--- src/common/rvIsaPkg.sv ---
package rvIsaPkg;

  localparam int xlen        = 32;
  localparam int regAddrBits = 5;
  localparam int numRegs     = 32;

  typedef logic [xlen-1:0]        word_t;
  typedef logic [regAddrBits-1:0] regAddr_t;

  // Major opcodes in use, custom-0 carries RVX10
  typedef enum logic [6:0] {
    opLoad    = 7'b0000011,
    opStore   = 7'b0100011,
    opRtype   = 7'b0110011,
    opBranch  = 7'b1100011,
    opItype   = 7'b0010011,
    opJal     = 7'b1101111,
    opCustom0 = 7'b0001011
  } opcode_e;

  typedef enum logic [1:0] {immI, immS, immB, immJ} immKind_e;

  // Base funct3 codes
  localparam logic [2:0] f3AddSub = 3'b000;
  localparam logic [2:0] f3Slt    = 3'b010;
  localparam logic [2:0] f3Or     = 3'b110;
  localparam logic [2:0] f3And    = 3'b111;
  localparam logic [2:0] f3Word   = 3'b010;  // lw and sw
  localparam logic [2:0] f3Beq    = 3'b000;

  // RVX10 groups by funct7
  localparam logic [6:0] f7Logic  = 7'b0000000;
  localparam logic [6:0] f7MinMax = 7'b0000001;
  localparam logic [6:0] f7Rotate = 7'b0000010;
  localparam logic [6:0] f7Abs    = 7'b0000011;

  // RVX10 funct3 inside each group
  localparam logic [2:0] f3Andn = 3'b000;
  localparam logic [2:0] f3Orn  = 3'b001;
  localparam logic [2:0] f3Xnor = 3'b010;
  localparam logic [2:0] f3Min  = 3'b000;
  localparam logic [2:0] f3Max  = 3'b001;
  localparam logic [2:0] f3Minu = 3'b010;
  localparam logic [2:0] f3Maxu = 3'b011;
  localparam logic [2:0] f3Rol  = 3'b000;
  localparam logic [2:0] f3Ror  = 3'b001;
  localparam logic [2:0] f3Abs  = 3'b000;

endpackage

--- src/common/pipeCtrlPkg.sv ---
package pipeCtrlPkg;

  typedef enum logic [3:0] {
    aluAdd,
    aluSub,
    aluAnd,
    aluOr,
    aluSlt,
    aluRol,
    aluRor,
    aluAndn,
    aluOrn,
    aluXnor,
    aluMin,
    aluMax,
    aluMinu,
    aluMaxu,
    aluAbs
  } aluOp_e;

  typedef enum logic [1:0] {resAlu, resMem, resPcPlus4} resultSel_e;

  // Source of an execute operand
  typedef enum logic [1:0] {fwdNone, fwdWb, fwdMem} fwdSel_e;

  // Decoded control, all zero is a bubble
  typedef struct packed {
    logic       regWrite;
    resultSel_e resultSel;
    logic       memWrite;
    logic       jump;
    logic       branch;
    aluOp_e     aluOp;
    logic       aluSrc;
  } ctrlWord_t;

endpackage

--- src/common/hazardIf.sv ---
`timescale 1ns/1ps

interface hazardIf (
  input logic clk,
  input logic reset
);
  import rvIsaPkg::*;
  import pipeCtrlPkg::*;

  regAddr_t rs1D, rs2D, rs1E, rs2E, rdE, rdM, rdW;
  logic     regWriteM, regWriteW;
  logic     loadE;   // Execute holds a load
  logic     pcSrcE;
  logic     stallF, stallD, flushD, flushE;
  fwdSel_e  forwardA, forwardB;

  modport dp (
    output rs1D, rs2D, rs1E, rs2E, rdE, rdM, rdW,
    input  stallF, stallD, flushD, flushE, forwardA, forwardB, pcSrcE
  );
  modport ctrl (
    output regWriteM, regWriteW, loadE, pcSrcE,
    input  flushE
  );
  modport haz (
    input  clk, reset, rs1D, rs2D, rs1E, rs2E, rdE, rdM, rdW,
    input  regWriteM, regWriteW, loadE, pcSrcE,
    output stallF, stallD, flushD, flushE, forwardA, forwardB
  );
endinterface

--- src/hazardUnit.sv ---
`timescale 1ns/1ps

module hazardUnit (
  hazardIf.haz haz
);
  import rvIsaPkg::*;
  import pipeCtrlPkg::*;

  logic lwStall;

  // Newest producer wins, x0 is never forwarded
  function automatic fwdSel_e pickFwd(regAddr_t rs);
    if (rs != '0 && rs == haz.rdM && haz.regWriteM) return fwdMem;
    if (rs != '0 && rs == haz.rdW && haz.regWriteW) return fwdWb;
    return fwdNone;
  endfunction

  assign haz.forwardA = pickFwd(haz.rs1E);
  assign haz.forwardB = pickFwd(haz.rs2E);

  // Load result is not ready for the next instruction
  assign lwStall = haz.loadE && (haz.rs1D == haz.rdE || haz.rs2D == haz.rdE);

  assign haz.stallF = lwStall;
  assign haz.stallD = lwStall;
  assign haz.flushD = haz.pcSrcE;
  assign haz.flushE = lwStall | haz.pcSrcE;

  // The bubble clears the load from execute, so a stall lasts one cycle
  assert property (@(posedge haz.clk) disable iff (haz.reset)
    haz.stallD |-> haz.flushE ##1 !haz.stallD)
    else $error("load-use stall without bubble or longer than one cycle");

endmodule

--- src/flat_wrapper.sv ---
// flat-port wrapper written by rule: the top's interface ports become plain ports
module hazardUnit_flat import rvIsaPkg::*; import pipeCtrlPkg::*;
  (clk, reset, haz_rs1D, haz_rs2D, haz_rs1E, haz_rs2E, haz_rdE, haz_rdM, haz_rdW, haz_regWriteM, haz_regWriteW, haz_loadE, haz_pcSrcE, haz_stallF, haz_stallD, haz_flushD, haz_flushE, haz_forwardA, haz_forwardB);
  hazardIf haz_i (.clk(clk), .reset(reset));
  input wire logic clk;
  input wire logic reset;
  input wire logic [$bits(haz_i.rs1D)-1:0] haz_rs1D;
  input wire logic [$bits(haz_i.rs2D)-1:0] haz_rs2D;
  input wire logic [$bits(haz_i.rs1E)-1:0] haz_rs1E;
  input wire logic [$bits(haz_i.rs2E)-1:0] haz_rs2E;
  input wire logic [$bits(haz_i.rdE)-1:0] haz_rdE;
  input wire logic [$bits(haz_i.rdM)-1:0] haz_rdM;
  input wire logic [$bits(haz_i.rdW)-1:0] haz_rdW;
  input wire logic [$bits(haz_i.regWriteM)-1:0] haz_regWriteM;
  input wire logic [$bits(haz_i.regWriteW)-1:0] haz_regWriteW;
  input wire logic [$bits(haz_i.loadE)-1:0] haz_loadE;
  input wire logic [$bits(haz_i.pcSrcE)-1:0] haz_pcSrcE;
  output wire logic [$bits(haz_i.stallF)-1:0] haz_stallF;
  output wire logic [$bits(haz_i.stallD)-1:0] haz_stallD;
  output wire logic [$bits(haz_i.flushD)-1:0] haz_flushD;
  output wire logic [$bits(haz_i.flushE)-1:0] haz_flushE;
  output wire logic [$bits(haz_i.forwardA)-1:0] haz_forwardA;
  output wire logic [$bits(haz_i.forwardB)-1:0] haz_forwardB;
  assign haz_i.rs1D = haz_rs1D;
  assign haz_i.rs2D = haz_rs2D;
  assign haz_i.rs1E = haz_rs1E;
  assign haz_i.rs2E = haz_rs2E;
  assign haz_i.rdE = haz_rdE;
  assign haz_i.rdM = haz_rdM;
  assign haz_i.rdW = haz_rdW;
  assign haz_i.regWriteM = haz_regWriteM;
  assign haz_i.regWriteW = haz_regWriteW;
  assign haz_i.loadE = haz_loadE;
  assign haz_i.pcSrcE = haz_pcSrcE;
  assign haz_stallF = haz_i.stallF;
  assign haz_stallD = haz_i.stallD;
  assign haz_flushD = haz_i.flushD;
  assign haz_flushE = haz_i.flushE;
  assign haz_forwardA = haz_i.forwardA;
  assign haz_forwardB = haz_i.forwardB;
  hazardUnit u_core (.haz(haz_i));
endmodule
--- config.mk ---
export PLATFORM = sky130hd
export DESIGN_NAME = hazardUnit_flat
export DESIGN_NICKNAME = d
export VERILOG_FILES = /design/src/common/rvIsaPkg.sv /design/src/common/pipeCtrlPkg.sv /design/src/common/hazardIf.sv /design/src/hazardUnit.sv /design/src/flat_wrapper.sv
export SDC_FILE = /design/constraint.sdc
export NUM_CORES = 1
export LEC_CHECK = 0
export ABC_AREA = 0
export BUFFER_PORTS_ARGS = -buffer_cell sky130_fd_sc_hd__buf_2
export CAP_MARGIN = 15
export CORE_AREA = 5 5 42 44
export DETAILED_ROUTE_END_ITERATION = 7
export DIE_AREA = 0 0 47 49
export PLACE_DENSITY = 0.77
export REMOVE_ABC_BUFFERS = 1
export SETUP_SLACK_MARGIN = 0.02
export SYNTH_ARGS = -nofsm -noshare
export SYNTH_HDL_FRONTEND = slang
export SYNTH_SLANG_ARGS = --single-unit
--- constraint.sdc ---
create_clock -name vclk -period 2.18
set_input_delay 0.545 -clock vclk [all_inputs]
set_output_delay 0.545 -clock vclk [all_outputs]
set_load 0.02 [all_outputs]
==> run summary <==
Setup crit start kind: input port
Final wirelength: 1362 um
Fin cells: 116
Crit path DAT: 1.59 ns
Global placer's final weighted congestion: 0.7040
Share of cells above drive strength 1: 0.4700
CP Class: input port to primary output
Placement Setup Slack: 0.004625 ns
Initial antenna violation count: 0
Final antenna-violating net count: 0
Synthesized instance count: 55
Port Buf Inserts: 47
Die X-Extent: 47 um
Max frequency: 0.4686 GHz
Tmin final: 2.134 ns
CTS Hold Bufs: 0
First-pass GRT wire length: 2159 um
I/O pins: 49
Fin crit share: 0.9789
Max cap viols: 0
Setup bufs post-CTS: 0
Area grow syn2layout: 65.67%
Site row count: 14
Gr ovfl total: 0
Req. time, crit path: 1.63 ns
Status: finished clean
Die area: 2303 um2
Crit path max fanout: 3
GRT Total Usage: 0.1193
CP Capture Type: primary output
Pre-antenna DRT Iters: 2
Leak: 0.3272 nW
Core area: 1401 um2
IR drop worst, VDD: 0.00008889 V
Seq cells: 0
HP Class: input port to primary output
Initial core utilization: 0.2991
Clkbuf count: 0
Remaining DRCs: 0
Vias: 546
Register area share after synthesis: 0
Post-synth top area share: 0.4597
PD cells: 188.4 nW/um2
Final worst slack: 0.04599 ns
Worst slew pin tran: 0.3699 ns
Wirelength per Cell: 11.74 um
Unrepaired setup endpoints after global routing: true
Total negative slack: 0 ns
DP HPWL: 1320 um
Total number of yosys warnings: 0
Vias per cell: 4.707
Post-Syn Area: 419.2 um2
Final Hold Vio Count: 0
# diodes: 0
Slew headroom: 0.7470
Unique masters post-synth: 14
Critical path endpoint: haz_forwardA[1]
Synth area leaders: xnor2_1, xor2_1, nand4_1
Largest area contributor in the netlist: xnor2_1
Initial drt markers: 3
Final Max Tran Viols: 0
Vias in the first global route: 598
Largest net degree at the start of global routing: 4
DP Cell Count: 116
FF+latch area: 0 um2
Syn avg cell area: 7.621 um2
Final #Nets: 143
Final setup violation count: 0
Die height: 49 um
Setup crit start: haz_rs1E[1]
## power breakdown
| part | switching [mW] | internal [mW] |
|---|---|---|
| combinational | 0.0583 | 0.0725 |
| clock | 0 | 0 |
| sequential | 0 | 0 |
| total | 0.0583 | 0.0725 |
## layout make-up
type / instances / area (um2)
Timing Repair Buffer: 47 / 270.3
Multi-Input combinational cell: 52 / 400.4
Fill cell: 145 / 706.9
Inverter: 1 / 3.754
Tap cell: 16 / 20.02
## stage by stage
step	instance area [um2]	utilization	power, mW	hold WS [ns]
floorplan	404.1	-	0.06224	1.090
global placement	659.4	0.4705	0.1238	1.325
detailed placement	659.4	0.4705	0.1275	1.325
CTS	690.7	0.4929	0.1322	1.325
global route	694.4	0.4955	0.1445	1.343
finish	694.4	0.4955	0.1308	1.323
## cells in the mapped netlist, drive strengths merged
| library cell | number |
|---|---|
| xor2 | 8 |
| o221ai | 1 |
| and3b | 2 |
| or4 | 2 |
| and2 | 2 |
| xnor2 | 22 |
| nand2 | 4 |
| nor4 | 2 |
| inv | 1 |
| nand4 | 4 |
| a2111oi | 2 |
| buf | 2 |
| nor2 | 2 |
| o22ai | 1 |
## worst max-delay path, cell delays in order
cell	delay, ns
buf_2	0.12
or4_1	0.49
nor2_1	0.11
and3b_1	0.19
buf_6	0.13
## cells in the final DEF (no fill, tap or decap)
cell type,n
and3b_1,2
and2_1,2
a2111oi_0,2
xnor2_1,22
buf_6,4
buf_2,42
buf_8,1
xor2_1,8
o22ai_1,1
nor4_1,2
o221ai_1,1
or4_1,2
nor2_1,2
nand4_1,4
nand2_1,4
inv_1,1
## layer usage
metal  up-vias  GRT usage  wire length, um
met5         -          0                0
met4         0          0                0
met3         0    0.04428              237
met2        34     0.2217              706
met1       228     0.1304              418
li1        284          -                -
## cell families (layout without fill, tap and decap cells)
kind of cell              count (synthesis)  count (layout)  synth area share
buffers and inverters                     3              48           0.04476
xor gates and xnor gates                 30              30            0.6269
and+or+nand+nor                          18              18            0.2507
AOI/OAI and AO/OA                         4               4           0.07763
## how the worst min path moves through the flow
stage                  to  slack, ns  cells after the start       start
6_report       haz_flushD       1.32                      2  haz_pcSrcE
3_3_place_gp   haz_flushD       1.32                      2  haz_pcSrcE
3_5_place_dp   haz_flushD       1.32                      2  haz_pcSrcE
4_1_cts        haz_flushD       1.32                      2  haz_pcSrcE
5_1_grt        haz_flushD       1.34                      2  haz_pcSrcE
2_1_floorplan  haz_flushD       1.09                      0  haz_pcSrcE
## repair_timing
action | in CTS | in global routing
pin swaps | 4 | 3
endpoints found under the setup margin | 2 | 3
gates resized for setup | 10 | 1
(Power assumes the default switching activity.)
