==> src/common/rvIsaPkg.sv <==
package rvIsaPkg;

  localparam int xlen        = 32;
  localparam int regAddrBits = 5;
  localparam int numRegs     = 32;

  typedef logic [xlen-1:0]        word_t;
  typedef logic [regAddrBits-1:0] regAddr_t;

  // Major opcodes in use, custom-0 carries RVX10
  typedef enum logic [6:0] {
    opLoad    = 7'b0000011,
    opStore   = 7'b0100011,
    opRtype   = 7'b0110011,
    opBranch  = 7'b1100011,
    opItype   = 7'b0010011,
    opJal     = 7'b1101111,
    opCustom0 = 7'b0001011
  } opcode_e;

  typedef enum logic [1:0] {immI, immS, immB, immJ} immKind_e;

  // Base funct3 codes
  localparam logic [2:0] f3AddSub = 3'b000;
  localparam logic [2:0] f3Slt    = 3'b010;
  localparam logic [2:0] f3Or     = 3'b110;
  localparam logic [2:0] f3And    = 3'b111;
  localparam logic [2:0] f3Word   = 3'b010;  // lw and sw
  localparam logic [2:0] f3Beq    = 3'b000;

  // RVX10 groups by funct7
  localparam logic [6:0] f7Logic  = 7'b0000000;
  localparam logic [6:0] f7MinMax = 7'b0000001;
  localparam logic [6:0] f7Rotate = 7'b0000010;
  localparam logic [6:0] f7Abs    = 7'b0000011;

  // RVX10 funct3 inside each group
  localparam logic [2:0] f3Andn = 3'b000;
  localparam logic [2:0] f3Orn  = 3'b001;
  localparam logic [2:0] f3Xnor = 3'b010;
  localparam logic [2:0] f3Min  = 3'b000;
  localparam logic [2:0] f3Max  = 3'b001;
  localparam logic [2:0] f3Minu = 3'b010;
  localparam logic [2:0] f3Maxu = 3'b011;
  localparam logic [2:0] f3Rol  = 3'b000;
  localparam logic [2:0] f3Ror  = 3'b001;
  localparam logic [2:0] f3Abs  = 3'b000;

endpackage

==> src/common/pipeCtrlPkg.sv <==
package pipeCtrlPkg;

  typedef enum logic [3:0] {
    aluAdd,
    aluSub,
    aluAnd,
    aluOr,
    aluSlt,
    aluRol,
    aluRor,
    aluAndn,
    aluOrn,
    aluXnor,
    aluMin,
    aluMax,
    aluMinu,
    aluMaxu,
    aluAbs
  } aluOp_e;

  typedef enum logic [1:0] {resAlu, resMem, resPcPlus4} resultSel_e;

  // Source of an execute operand
  typedef enum logic [1:0] {fwdNone, fwdWb, fwdMem} fwdSel_e;

  // Decoded control, all zero is a bubble
  typedef struct packed {
    logic       regWrite;
    resultSel_e resultSel;
    logic       memWrite;
    logic       jump;
    logic       branch;
    aluOp_e     aluOp;
    logic       aluSrc;
  } ctrlWord_t;

endpackage

==> src/common/ctrlIf.sv <==
`timescale 1ns/1ps

interface ctrlIf;
  import rvIsaPkg::*;
  import pipeCtrlPkg::*;

  word_t      instrD;
  logic       zeroE;
  immKind_e   immSrcD;
  aluOp_e     aluOpE;
  logic       aluSrcE;     // Immediate as operand B
  logic       regWriteW;
  resultSel_e resultSelW;

  modport dp (
    output instrD, zeroE,
    input  immSrcD, aluOpE, aluSrcE, regWriteW, resultSelW
  );
  modport ctrl (
    input  instrD, zeroE,
    output immSrcD, aluOpE, aluSrcE, regWriteW, resultSelW
  );
endinterface

==> src/common/hazardIf.sv <==
`timescale 1ns/1ps

interface hazardIf (
  input logic clk,
  input logic reset
);
  import rvIsaPkg::*;
  import pipeCtrlPkg::*;

  regAddr_t rs1D, rs2D, rs1E, rs2E, rdE, rdM, rdW;
  logic     regWriteM, regWriteW;
  logic     loadE;   // Execute holds a load
  logic     pcSrcE;
  logic     stallF, stallD, flushD, flushE;
  fwdSel_e  forwardA, forwardB;

  modport dp (
    output rs1D, rs2D, rs1E, rs2E, rdE, rdM, rdW,
    input  stallF, stallD, flushD, flushE, forwardA, forwardB, pcSrcE
  );
  modport ctrl (
    output regWriteM, regWriteW, loadE, pcSrcE,
    input  flushE
  );
  modport haz (
    input  clk, reset, rs1D, rs2D, rs1E, rs2E, rdE, rdM, rdW,
    input  regWriteM, regWriteW, loadE, pcSrcE,
    output stallF, stallD, flushD, flushE, forwardA, forwardB
  );
endinterface

==> src/controlUnit.sv <==
`timescale 1ns/1ps

module controlUnit (
  input  logic  clk,
  input  logic  reset,
  ctrlIf.ctrl   ctrl,
  hazardIf.ctrl haz,
  output logic  memWrite
);
  import rvIsaPkg::*;
  import pipeCtrlPkg::*;

  opcode_e    opD;
  logic [2:0] funct3D;
  logic [6:0] funct7D;
  aluOp_e     aluOpD;
  logic       aluOk;     // funct fields name a known operation
  ctrlWord_t  ctrlD, ctrlE, ctrlM, ctrlW;

  assign opD     = opcode_e'(ctrl.instrD[6:0]);
  assign funct3D = ctrl.instrD[14:12];
  assign funct7D = ctrl.instrD[31:25];

  // ALU decoder
  always_comb begin
    aluOk  = 1'b1;
    aluOpD = aluAdd;
    if (opD == opCustom0) begin
      case ({funct7D, funct3D})
        {f7Logic, f3Andn}:  aluOpD = aluAndn;
        {f7Logic, f3Orn}:   aluOpD = aluOrn;
        {f7Logic, f3Xnor}:  aluOpD = aluXnor;
        {f7MinMax, f3Min}:  aluOpD = aluMin;
        {f7MinMax, f3Max}:  aluOpD = aluMax;
        {f7MinMax, f3Minu}: aluOpD = aluMinu;
        {f7MinMax, f3Maxu}: aluOpD = aluMaxu;
        {f7Rotate, f3Rol}:  aluOpD = aluRol;
        {f7Rotate, f3Ror}:  aluOpD = aluRor;
        {f7Abs, f3Abs}:     aluOpD = aluAbs;
        default:            aluOk  = 1'b0;
      endcase
    end else begin
      case (funct3D)
        f3AddSub: aluOpD = (opD == opRtype && funct7D[5]) ? aluSub : aluAdd;
        f3Slt:    aluOpD = aluSlt;
        f3Or:     aluOpD = aluOr;
        f3And:    aluOpD = aluAnd;
        default:  aluOk  = 1'b0;
      endcase
    end
  end

  // Main decoder
  always_comb begin
    ctrlD        = '0;
    ctrl.immSrcD = immI;
    case (opD)
      opLoad: if (funct3D == f3Word) begin
        ctrlD.regWrite  = 1'b1;
        ctrlD.resultSel = resMem;
        ctrlD.aluSrc    = 1'b1;
      end
      opStore: if (funct3D == f3Word) begin
        ctrlD.memWrite = 1'b1;
        ctrlD.aluSrc   = 1'b1;
        ctrl.immSrcD   = immS;
      end
      opRtype, opCustom0, opItype: if (aluOk) begin
        ctrlD.regWrite = 1'b1;
        ctrlD.aluOp    = aluOpD;
        ctrlD.aluSrc   = (opD == opItype);
      end
      opBranch: if (funct3D == f3Beq) begin
        ctrlD.branch = 1'b1;
        ctrlD.aluOp  = aluSub;   // Equal when the difference is zero
        ctrl.immSrcD = immB;
      end
      opJal: begin
        ctrlD.regWrite  = 1'b1;
        ctrlD.jump      = 1'b1;
        ctrlD.resultSel = resPcPlus4;
        ctrl.immSrcD    = immJ;
      end
      default: ;
    endcase
  end

  always_ff @(posedge clk or posedge reset) begin
    if (reset) begin
      ctrlE <= '0;
      ctrlM <= '0;
      ctrlW <= '0;
    end else begin
      ctrlE <= haz.flushE ? '0 : ctrlD;
      ctrlM <= ctrlE;
      ctrlW <= ctrlM;
    end
  end

  assign ctrl.aluOpE     = ctrlE.aluOp;
  assign ctrl.aluSrcE    = ctrlE.aluSrc;
  assign haz.loadE       = (ctrlE.resultSel == resMem);
  assign haz.pcSrcE      = (ctrlE.branch & ctrl.zeroE) | ctrlE.jump;
  assign haz.regWriteM   = ctrlM.regWrite;
  assign memWrite        = ctrlM.memWrite;
  assign haz.regWriteW   = ctrlW.regWrite;
  assign ctrl.regWriteW  = ctrlW.regWrite;
  assign ctrl.resultSelW = ctrlW.resultSel;

  // A store never also writes a register
  assert property (@(posedge clk) disable iff (reset) !(ctrlM.memWrite && ctrlM.regWrite))
    else $error("store and register write together in memory stage");

endmodule

==> src/flat_wrapper.sv <==
// flat-port wrapper written by rule: the top's interface ports become plain ports
module controlUnit_flat import rvIsaPkg::*; import pipeCtrlPkg::*;
  (clk, reset, memWrite, ctrl_instrD, ctrl_zeroE, ctrl_immSrcD, ctrl_aluOpE, ctrl_aluSrcE, ctrl_regWriteW, ctrl_resultSelW, haz_regWriteM, haz_regWriteW, haz_loadE, haz_pcSrcE, haz_flushE);
  ctrlIf ctrl_i ();
  hazardIf haz_i (.clk(clk), .reset(reset));
  input  logic clk;
  input  logic reset;
  output logic memWrite;
  input wire logic [$bits(ctrl_i.instrD)-1:0] ctrl_instrD;
  input wire logic [$bits(ctrl_i.zeroE)-1:0] ctrl_zeroE;
  output wire logic [$bits(ctrl_i.immSrcD)-1:0] ctrl_immSrcD;
  output wire logic [$bits(ctrl_i.aluOpE)-1:0] ctrl_aluOpE;
  output wire logic [$bits(ctrl_i.aluSrcE)-1:0] ctrl_aluSrcE;
  output wire logic [$bits(ctrl_i.regWriteW)-1:0] ctrl_regWriteW;
  output wire logic [$bits(ctrl_i.resultSelW)-1:0] ctrl_resultSelW;
  output wire logic [$bits(haz_i.regWriteM)-1:0] haz_regWriteM;
  output wire logic [$bits(haz_i.regWriteW)-1:0] haz_regWriteW;
  output wire logic [$bits(haz_i.loadE)-1:0] haz_loadE;
  output wire logic [$bits(haz_i.pcSrcE)-1:0] haz_pcSrcE;
  input wire logic [$bits(haz_i.flushE)-1:0] haz_flushE;
  assign ctrl_i.instrD = ctrl_instrD;
  assign ctrl_i.zeroE = ctrl_zeroE;
  assign ctrl_immSrcD = ctrl_i.immSrcD;
  assign ctrl_aluOpE = ctrl_i.aluOpE;
  assign ctrl_aluSrcE = ctrl_i.aluSrcE;
  assign ctrl_regWriteW = ctrl_i.regWriteW;
  assign ctrl_resultSelW = ctrl_i.resultSelW;
  assign haz_regWriteM = haz_i.regWriteM;
  assign haz_regWriteW = haz_i.regWriteW;
  assign haz_loadE = haz_i.loadE;
  assign haz_pcSrcE = haz_i.pcSrcE;
  assign haz_i.flushE = haz_flushE;
  controlUnit u_core (.clk(clk), .reset(reset), .ctrl(ctrl_i), .haz(haz_i), .memWrite(memWrite));
endmodule
==> config.mk <==
export PLATFORM = sky130hd
export DESIGN_NAME = controlUnit_flat
export DESIGN_NICKNAME = d
export VERILOG_FILES = /design/src/common/rvIsaPkg.sv /design/src/common/pipeCtrlPkg.sv /design/src/common/ctrlIf.sv /design/src/common/hazardIf.sv /design/src/controlUnit.sv /design/src/flat_wrapper.sv
export SDC_FILE = /design/constraint.sdc
export NUM_CORES = 1
export LEC_CHECK = 0
export BUFFER_PORTS_ARGS = -buffer_cell sky130_fd_sc_hd__buf_2
export CAP_MARGIN = 5
export CORE_UTILIZATION = 35
export DETAILED_ROUTE_END_ITERATION = 8
export PLACE_DENSITY = 0.74
export SYNTH_ARGS = -nofsm -noshare
export SYNTH_HDL_FRONTEND = slang
export SYNTH_SLANG_ARGS = --single-unit
==> constraint.sdc <==
create_clock -name clk -period 1.62 [get_ports clk]
set_input_delay 0.162 -clock clk [delete_from_list [all_inputs] [get_ports clk]]
set_output_delay 0.162 -clock clk [all_outputs]
set_load 0.1 [all_outputs]
==> results of run 1 <==
-- final timing paths --
check | slack, ns | end | startpoint
worst max-delay path | 0.07 | u_core.ctrl.aluOpE[1]$_DFF_PP0_ | ctrl_instrD[5]
worst min-delay path | 0.17 | u_core.ctrlE[5]$_DFF_PP0_ | haz_flushE
worst max register to register | 1.10 | u_core.ctrlM[9]$_DFF_PP0_ | u_core.ctrlE[6]$_DFF_PP0_
worst min register to register | 0.36 | u_core.memWrite$_DFF_PP0_ | u_core.ctrlE[7]$_DFF_PP0_
max in group asynchronous | 0.73 | u_core.ctrl.regWriteW$_DFF_PP0_ | reset
min in group asynchronous | 0.50 | u_core.ctrlE[7]$_DFF_PP0_ | reset
-- registers in the layout, indices dropped and copies added (netlist names) --
register and flops:
u_core.haz.regWriteM 1, u_core.ctrl.aluSrcE 1, u_core.ctrl.regWriteW 1, u_core.ctrlM 2, u_core.ctrl.resultSelW 2, u_core.ctrl.aluOpE 4
u_core.ctrlE 5, u_core.memWrite 1
-- layout by cell type, fill, tap and decap left out, types with 2 or more instances in the layout --
cell type	Yosys	final
a21oi_1	7	7
and3_1	2	2
buf_12	0	2
buf_2	1	33
buf_4	5	7
clkbuf_4	0	3
dfrtp_1	17	17
inv_1	3	3
nand2_1	8	7
nand2b_1	2	2
nand3_1	3	2
nand3b_1	2	2
nor2_1	6	6
nor2b_1	3	2
nor3_1	6	6
nor4_1	3	2
o21a_1	2	2
o21ai_0	3	2
o31ai_1	2	2
-- area by class of cell --
class                           instances  area, um^2
Tap cell                               30       37.54
Timing Repair Buffer                   43       267.8
Sequential cell                        17       425.4
Clock buffer                            3       22.52
Clock inverter                          1       5.005
Inverter                                3       11.26
Fill cell                             246        1236
Multi-Input combinational cell         66       449.2
-- per-layer routing --
metal / up-vias / track usage, %
met3: 2 / 3.448
met5: - / 0
met1: 368 / 17.48
met2: 34 / 25.74
met4: 0 / 2.632
li1: 411 / -
-- timing repair --
item / 4_1_cts / 5_1_grt
hold buffers: 1 / 0
hold endpoints to repair: 17 / 0
resized for setup: 0 / 3
endpoints found under the setup margin: 0 / 2
-- kinds of logic (layout without fill, tap and decap cells) --
group	after synthesis	in the layout
multiplexers	1	1
flip-flops	17	17
XOR/XNOR	1	1
AND/OR/NAND/NOR	44	44
AO/OA/AOI/OAI	20	20
buffers and inverters	12	50
-- stage by stage --
stage	power (mW)	utilization, %
floorplan	0.5009	-
global placement	0.5522	47.45
finish	0.7599	49.64
CTS	0.7617	48.98
global route	0.7976	49.64
detailed placement	0.5573	47.45
-- power by group through the flow --
stage / clock (mW) / combinational [mW] / sequential, mW
after detailed placement: 0 / 0.124 / 0.434
after global placement: 0 / 0.119 / 0.434
final: 0.206 / 0.128 / 0.425
after global routing: 0.230 / 0.142 / 0.425
after CTS: 0.211 / 0.126 / 0.425
after floorplan: 0 / 0.0635 / 0.437
-- synth_stat cells, types with 3 or more instances --
master,n
a21oi_1,7
buf_4,5
clkbuf_1,3
dfrtp_1,17
inv_1,3
nand2_1,8
nand3_1,3
nor2_1,6
nor2b_1,3
nor3_1,6
nor4_1,3
o21ai_0,3
==> results.py, run 1 <==
metrics = {
    "outcome": {
        "status": "finished with violations",
        "violations": "design-rule violations",
    },
    "layout": {
        "drive_above_1_share_pct": 42.86,
        "nNetsFinal": 170,
        "n_antenna_cell": 0,
        "design_area_um2": 1219,
        "area_growth_pct": 34.34,
        "finalNonFillerCells": 163,
    },
    "yosys": {
        "synth_edf_count": 0,
        "ys_async_sr_fraction_pct": 100.0,
        "netlist_instances": 95,
        "ys_seq_area_share_pct": 46.90,
        "yosysWarnings": 0,
        "synth-seq-cells": 17,
        "synthTopCellsByArea": "dfrtp_1 (47%), buf_4 (4.1%), a21oi_1 (3.9%)",
        "syn_area_per_cell_um2": 9.549,
        "synth_top_family_by_area": "simple AND/OR/NAND/NOR gates",
        "netlist_area_um2": 907.1,
        "synthAdderAreaFrac_pct": 0,
        "synth_mux_area_share_pct": 1.241,
        "synth_cell_types": 35,
        "synth_top_area_share_pct": 46.90,
        "synth-simple-area-share_pct": 27.31,
        "synth_ff_type": "dfrtp_1",
        "synth_compound_area_share_pct": 16.41,
        "synth_xor_area_share_pct": 0.9655,
        "synth_fp_nets": 131,
        "synth_top_area_cell": "dfrtp_1",
    },
    "timing": {
        "worst_slack_ns": 0.06974,
        "tns_ns": 0,
        "rsz0062_at_grt": "no",
        "fmax_mhz": 645.1,
        "hold_viol_final": 0,
        "worst_pin_slew_ns": 0.6095,
        "finalSetupViolCount": 0,
        "relSlewSlack_pct": 59.32,
        "drv_slew": 0,
        "fin_skew_ns": 0.0003872,
        "min_period_ns": 1.550,
        "whs_ns": 0.1655,
        "period_share_pct": 95.70,
    },
    "power_and_ir_drop": {
        "p_seq_share_pct": 56.0,
        "swShare_pct": 25.04,
        "powerDensity_nw_per_um2": 623.5,
        "switching_power_mw": 0.1903,
        "p_leak_nw": 0.6038,
        "max-vdd-ir-drop_mv": 0.2925,
        "clockPowerShare_pct": 27.2,
        "p_int_mw": 0.5696,
        "combPwrFrac_pct": 16.9,
    },
    "grt": {
        "grt_usage_pct": 14.39,
        "grt_pass1_wl_um": 2967,
        "overflow": 0,
        "grt_max_degree": 18,
        "grt_pass1_vias": 747,
        "antenna_found_initial": 0,
    },
    "placed_design": {
        "place_congestion": 0.7905,
        "port_buffers": 35,
        "pre_cts_ws_ns": -0.1823,
        "placed_area_um2": 1165,
        "placed_cells": 158,
        "hpwlAfterDp_um": 1509,
    },
    "worst_setup_path": {
        "cp.arrival_ns": 1.73,
        "path_buf_inv": 1,
        "crit_chain": "buf_2 > or3b_1 > or4_1 > nor4_2 > a21oi_1 > nor3_1",
        "cp.required_ns": 1.80,
        "crit_cells": 6,
        "cp_max_fo": 4,
        "start_kind": "input port",
        "endpoint_kind": "flip-flop",
        "slowest_delay_ns": 0.54,
        "crit_type": "input port to flip-flop",
        "crit_slowest_cell": "or4_1",
        "reg2reg_depth": 0,
        "crit_family": "simple AND/OR/NAND/NOR gates",
    },
    "floorplanning": {
        "core_area_um2": 2455,
        "dieWidth_um": 52.91,
        "ios": 51,
        "initial_core_util_pct": 36.95,
        "die_area_um2": 2799,
        "die_h_um": 52.91,
        "rows": 18,
    },
    "cts": {
        "cts.htree.levels": 1,
        "cts_root_buf": "clkbuf_4",
        "numCtsBuffers": 3,
        "cts.path.max_buffers": 2,
        "cts.sinks": 17,
        "insertion_delay_ns": 0.27,
        "cts_tree": "done",
        "path_clk_slew_ns": 0.09,
        "postCtsSetupRepairBufs": 0,
    },
    "job": {
        "max_cap_violations": 0,
    },
    "route": {
        "routed_wl_um": 1900,
        "dr_wl_met3_um": 129,
        "dr.pass1.iters": 6,
        "drtAntennaViolNets": 0,
        "highest_layer": "met4",
        "drtIter0Drc": 15,
        "avgRoutedWirePerCell_um": 11.66,
        "drc": 1,
        "wl_met1_um": 831,
        "route.vias.total": 815,
        "viasPerCell": 5.000,
        "wl_met2_um": 924,
    },
    "worst_hold_path": {
        "hold_class": "input port to flip-flop",
        "hold_path_depth": 2,
    },
}
Power figures use the tool's default switching activity.
==> inputs of run 2 (changes only) <==
Settings changed: CAP_MARGIN 5 to 20, CORE_UTILIZATION 35 to 40, PLACE_DENSITY 0.74 to 0.82.
==> run 2 against run 1 <==
Compared with the run above:
- the flow now finishes without violations
- via count increased by 6.7%
- setup slack better by 0.0080 ns
- sequential share of layout area rose by 0.51 points
- register-to-register slack worse by 0.02 ns
- non-clock buffer count is 1 lower
- die area down 12%
- first-iteration DRC count grew 6.7%
- utilization is 9.2 points higher
- clock power up 3%
- combinational power about the same
- power increased by 0.45%
- hold slack lost 0.016 ns
- largest power group unchanged
==> results.py, run 2 (synthesized netlist as in run 1, its figures left out) <==
metrics = {
    "layout": {
        "top_register": "u_core.ctrlE",
        "design_area_um2": 1201,
        "nNetsFinal": 169,
        "drive_above_1_share_pct": 40.91,
        "final_cell_mix": "buf_2 (33), dfrtp_1 (17), nand2_1 (7), a21oi_1 (7)",
        "final_util_pct": 58.82,
        "final_common_cell": "buf_2",
        "largest_reg_flops": 5,
        "area_growth_pct": 32.41,
        "n_antenna_cell": 0,
    },
    "timing": {
        "fin_skew_ns": 0.002769,
        "worst_pin_slew_ns": 0.5809,
        "tns_ns": 0,
        "fmax_mhz": 648.4,
        "hold_viol_final": 0,
        "period_share_pct": 95.20,
        "finalSetupViolCount": 0,
        "rsz0062_at_grt": "yes",
        "worst_slack_ns": 0.07776,
        "relSlewSlack_pct": 61.23,
        "min_period_ns": 1.542,
        "whs_ns": 0.1494,
        "drv_slew": 0,
    },
    "cts": {
        "postCtsSetupRepairBufs": 0,
        "cts.htree.levels": 1,
        "cts.path.max_buffers": 2,
        "cts_tree": "done",
        "insertion_delay_ns": 0.28,
        "cts.sinks": 17,
        "path_clk_slew_ns": 0.09,
        "cts_root_buf": "clkbuf_4",
        "numCtsBuffers": 3,
    },
    "power_and_ir_drop": {
        "p_seq_share_pct": 55.7,
        "clockPowerShare_pct": 27.8,
        "p_leak_nw": 0.5945,
        "powerDensity_nw_per_um2": 635.5,
        "switching_power_mw": 0.1913,
        "combPwrFrac_pct": 16.5,
        "p_int_mw": 0.5720,
        "swShare_pct": 25.06,
        "max-vdd-ir-drop_mv": 0.3579,
    },
    "route": {
        "dr.pass1.iters": 4,
        "drtIter0Drc": 16,
        "drtAntennaViolNets": 0,
        "avgRoutedWirePerCell_um": 12.29,
        "viasPerCell": 5.472,
        "route.vias.total": 870,
        "routed_wl_um": 1954,
        "drc": 0,
    },
    "worst_hold_path": {
        "hold_path_depth": 2,
        "hold_class": "input port to flip-flop",
    },
    "grt": {
        "grt_pass1_wl_um": 3160,
        "grt_usage_pct": 16.93,
        "overflow": 0,
        "antenna_found_initial": 0,
        "grt_pass1_vias": 760,
        "grt_max_degree": 18,
    },
    "outcome": {
        "status": "completed",
    },
    "worst_setup_path": {
        "crit_slowest_cell": "or2_2",
        "cp.required_ns": 1.46,
        "endpoint_kind": "output port",
        "reg2reg_depth": 0,
        "crit_type": "input port to output port",
        "cp_max_fo": 5,
        "cp.arrival_ns": 1.38,
        "slowest_delay_ns": 0.32,
        "crit_chain": "buf_2 > buf_4 > and4bb_2 > nand2_1 > or2_2 > nand2_2 > buf_12",
        "start_kind": "input port",
        "r2r_slack_ns": 1.08,
    },
    "placed_design": {
        "hpwlAfterDp_um": 1525,
        "port_buffers": 35,
        "pre_cts_ws_ns": -0.2273,
        "place_congestion": 0.9547,
        "placed_area_um2": 1154,
    },
    "job": {
        "max_cap_violations": 0,
    },
    "floorplanning": {
        "ios": 51,
        "dieWidth_um": 49.62,
        "initial_core_util_pct": 44.42,
        "die_h_um": 49.62,
        "core_area_um2": 2042,
        "die_area_um2": 2462,
        "rows": 16,
    },
}
-- run 2: changes by cell type in the layout (fill, tap and decap cells not counted) --
cell / change
clkinv_2: -1
nor3b_2: -1
nor3b_1: +1
buf_4: -1
clkbuf_1: +1
-- run 2: power groups by stage --
| stage | logic, mW | clock network, mW | registers (mW) |
|---|---|---|---|
| 5_1_grt | 0.136 | 0.234 | 0.425 |
| 3_5_place_dp | 0.121 | 0 | 0.434 |
| 6_report | 0.126 | 0.213 | 0.425 |
| 4_1_cts | 0.123 | 0.225 | 0.425 |
| 3_3_place_gp | 0.116 | 0 | 0.434 |
| 2_1_floorplan | 0.0635 | 0 | 0.437 |
-- run 2: final cells by class --
type | count | area [um^2]
Inverter | 3 | 11.26
Fill cell | 176 | 840.8
Clock buffer | 4 | 26.28
Tap cell | 27 | 33.78
Multi-Input combinational cell | 66 | 444.2
Sequential cell | 17 | 425.4
Timing Repair Buffer | 42 | 260.3
-- run 2: metrics by stage --
stage	total power, mW	cells
after floorplan	0.5009	95
after detailed placement	0.5545	154
after CTS	0.7730	159
after global placement	0.5491	154
final	0.7633	159
after global routing	0.7961	159
-- run 2: final timing paths --
check | from | to
max | ctrl_instrD[3] | ctrl_immSrcD[1]
min | haz_flushE | u_core.ctrlE[5]$_DFF_PP0_
max reg2reg | u_core.ctrlE[6]$_DFF_PP0_ | u_core.ctrlM[9]$_DFF_PP0_
min reg2reg | u_core.ctrlM[8]$_DFF_PP0_ | u_core.ctrl.resultSelW[0]$_DFF_PP0_
max in group asynchronous | reset | u_core.ctrl.regWriteW$_DFF_PP0_
min in group asynchronous | reset | u_core.ctrl.aluSrcE$_DFF_PP0_
-- run 2: critical path: cells and delay by family --
family / cells / cell delay, ns
AND/OR/NAND/NOR: 4 / 0.80
buffers and inverters: 3 / 0.40
-- run 2: what timing repair did --
item / 4_1_cts / 5_1_grt
endpoints found under the setup margin: 0 / 2
hold buffers: 1 / 0
hold endpoints to repair: 17 / 0
resized for setup: 0 / 2
-- run 2: metal layers --
| layer | vias up | GRT usage [%] | wire, um |
|---|---|---|---|
| met2 | 54 | 28.38 | 958 |
| met3 | 13 | 1.852 | 116 |
| met1 | 395 | 20.00 | 809 |
| met5 | - | 0 | 0 |
| met4 | 0 | 11.90 | 70 |
| li1 | 408 | - | - |
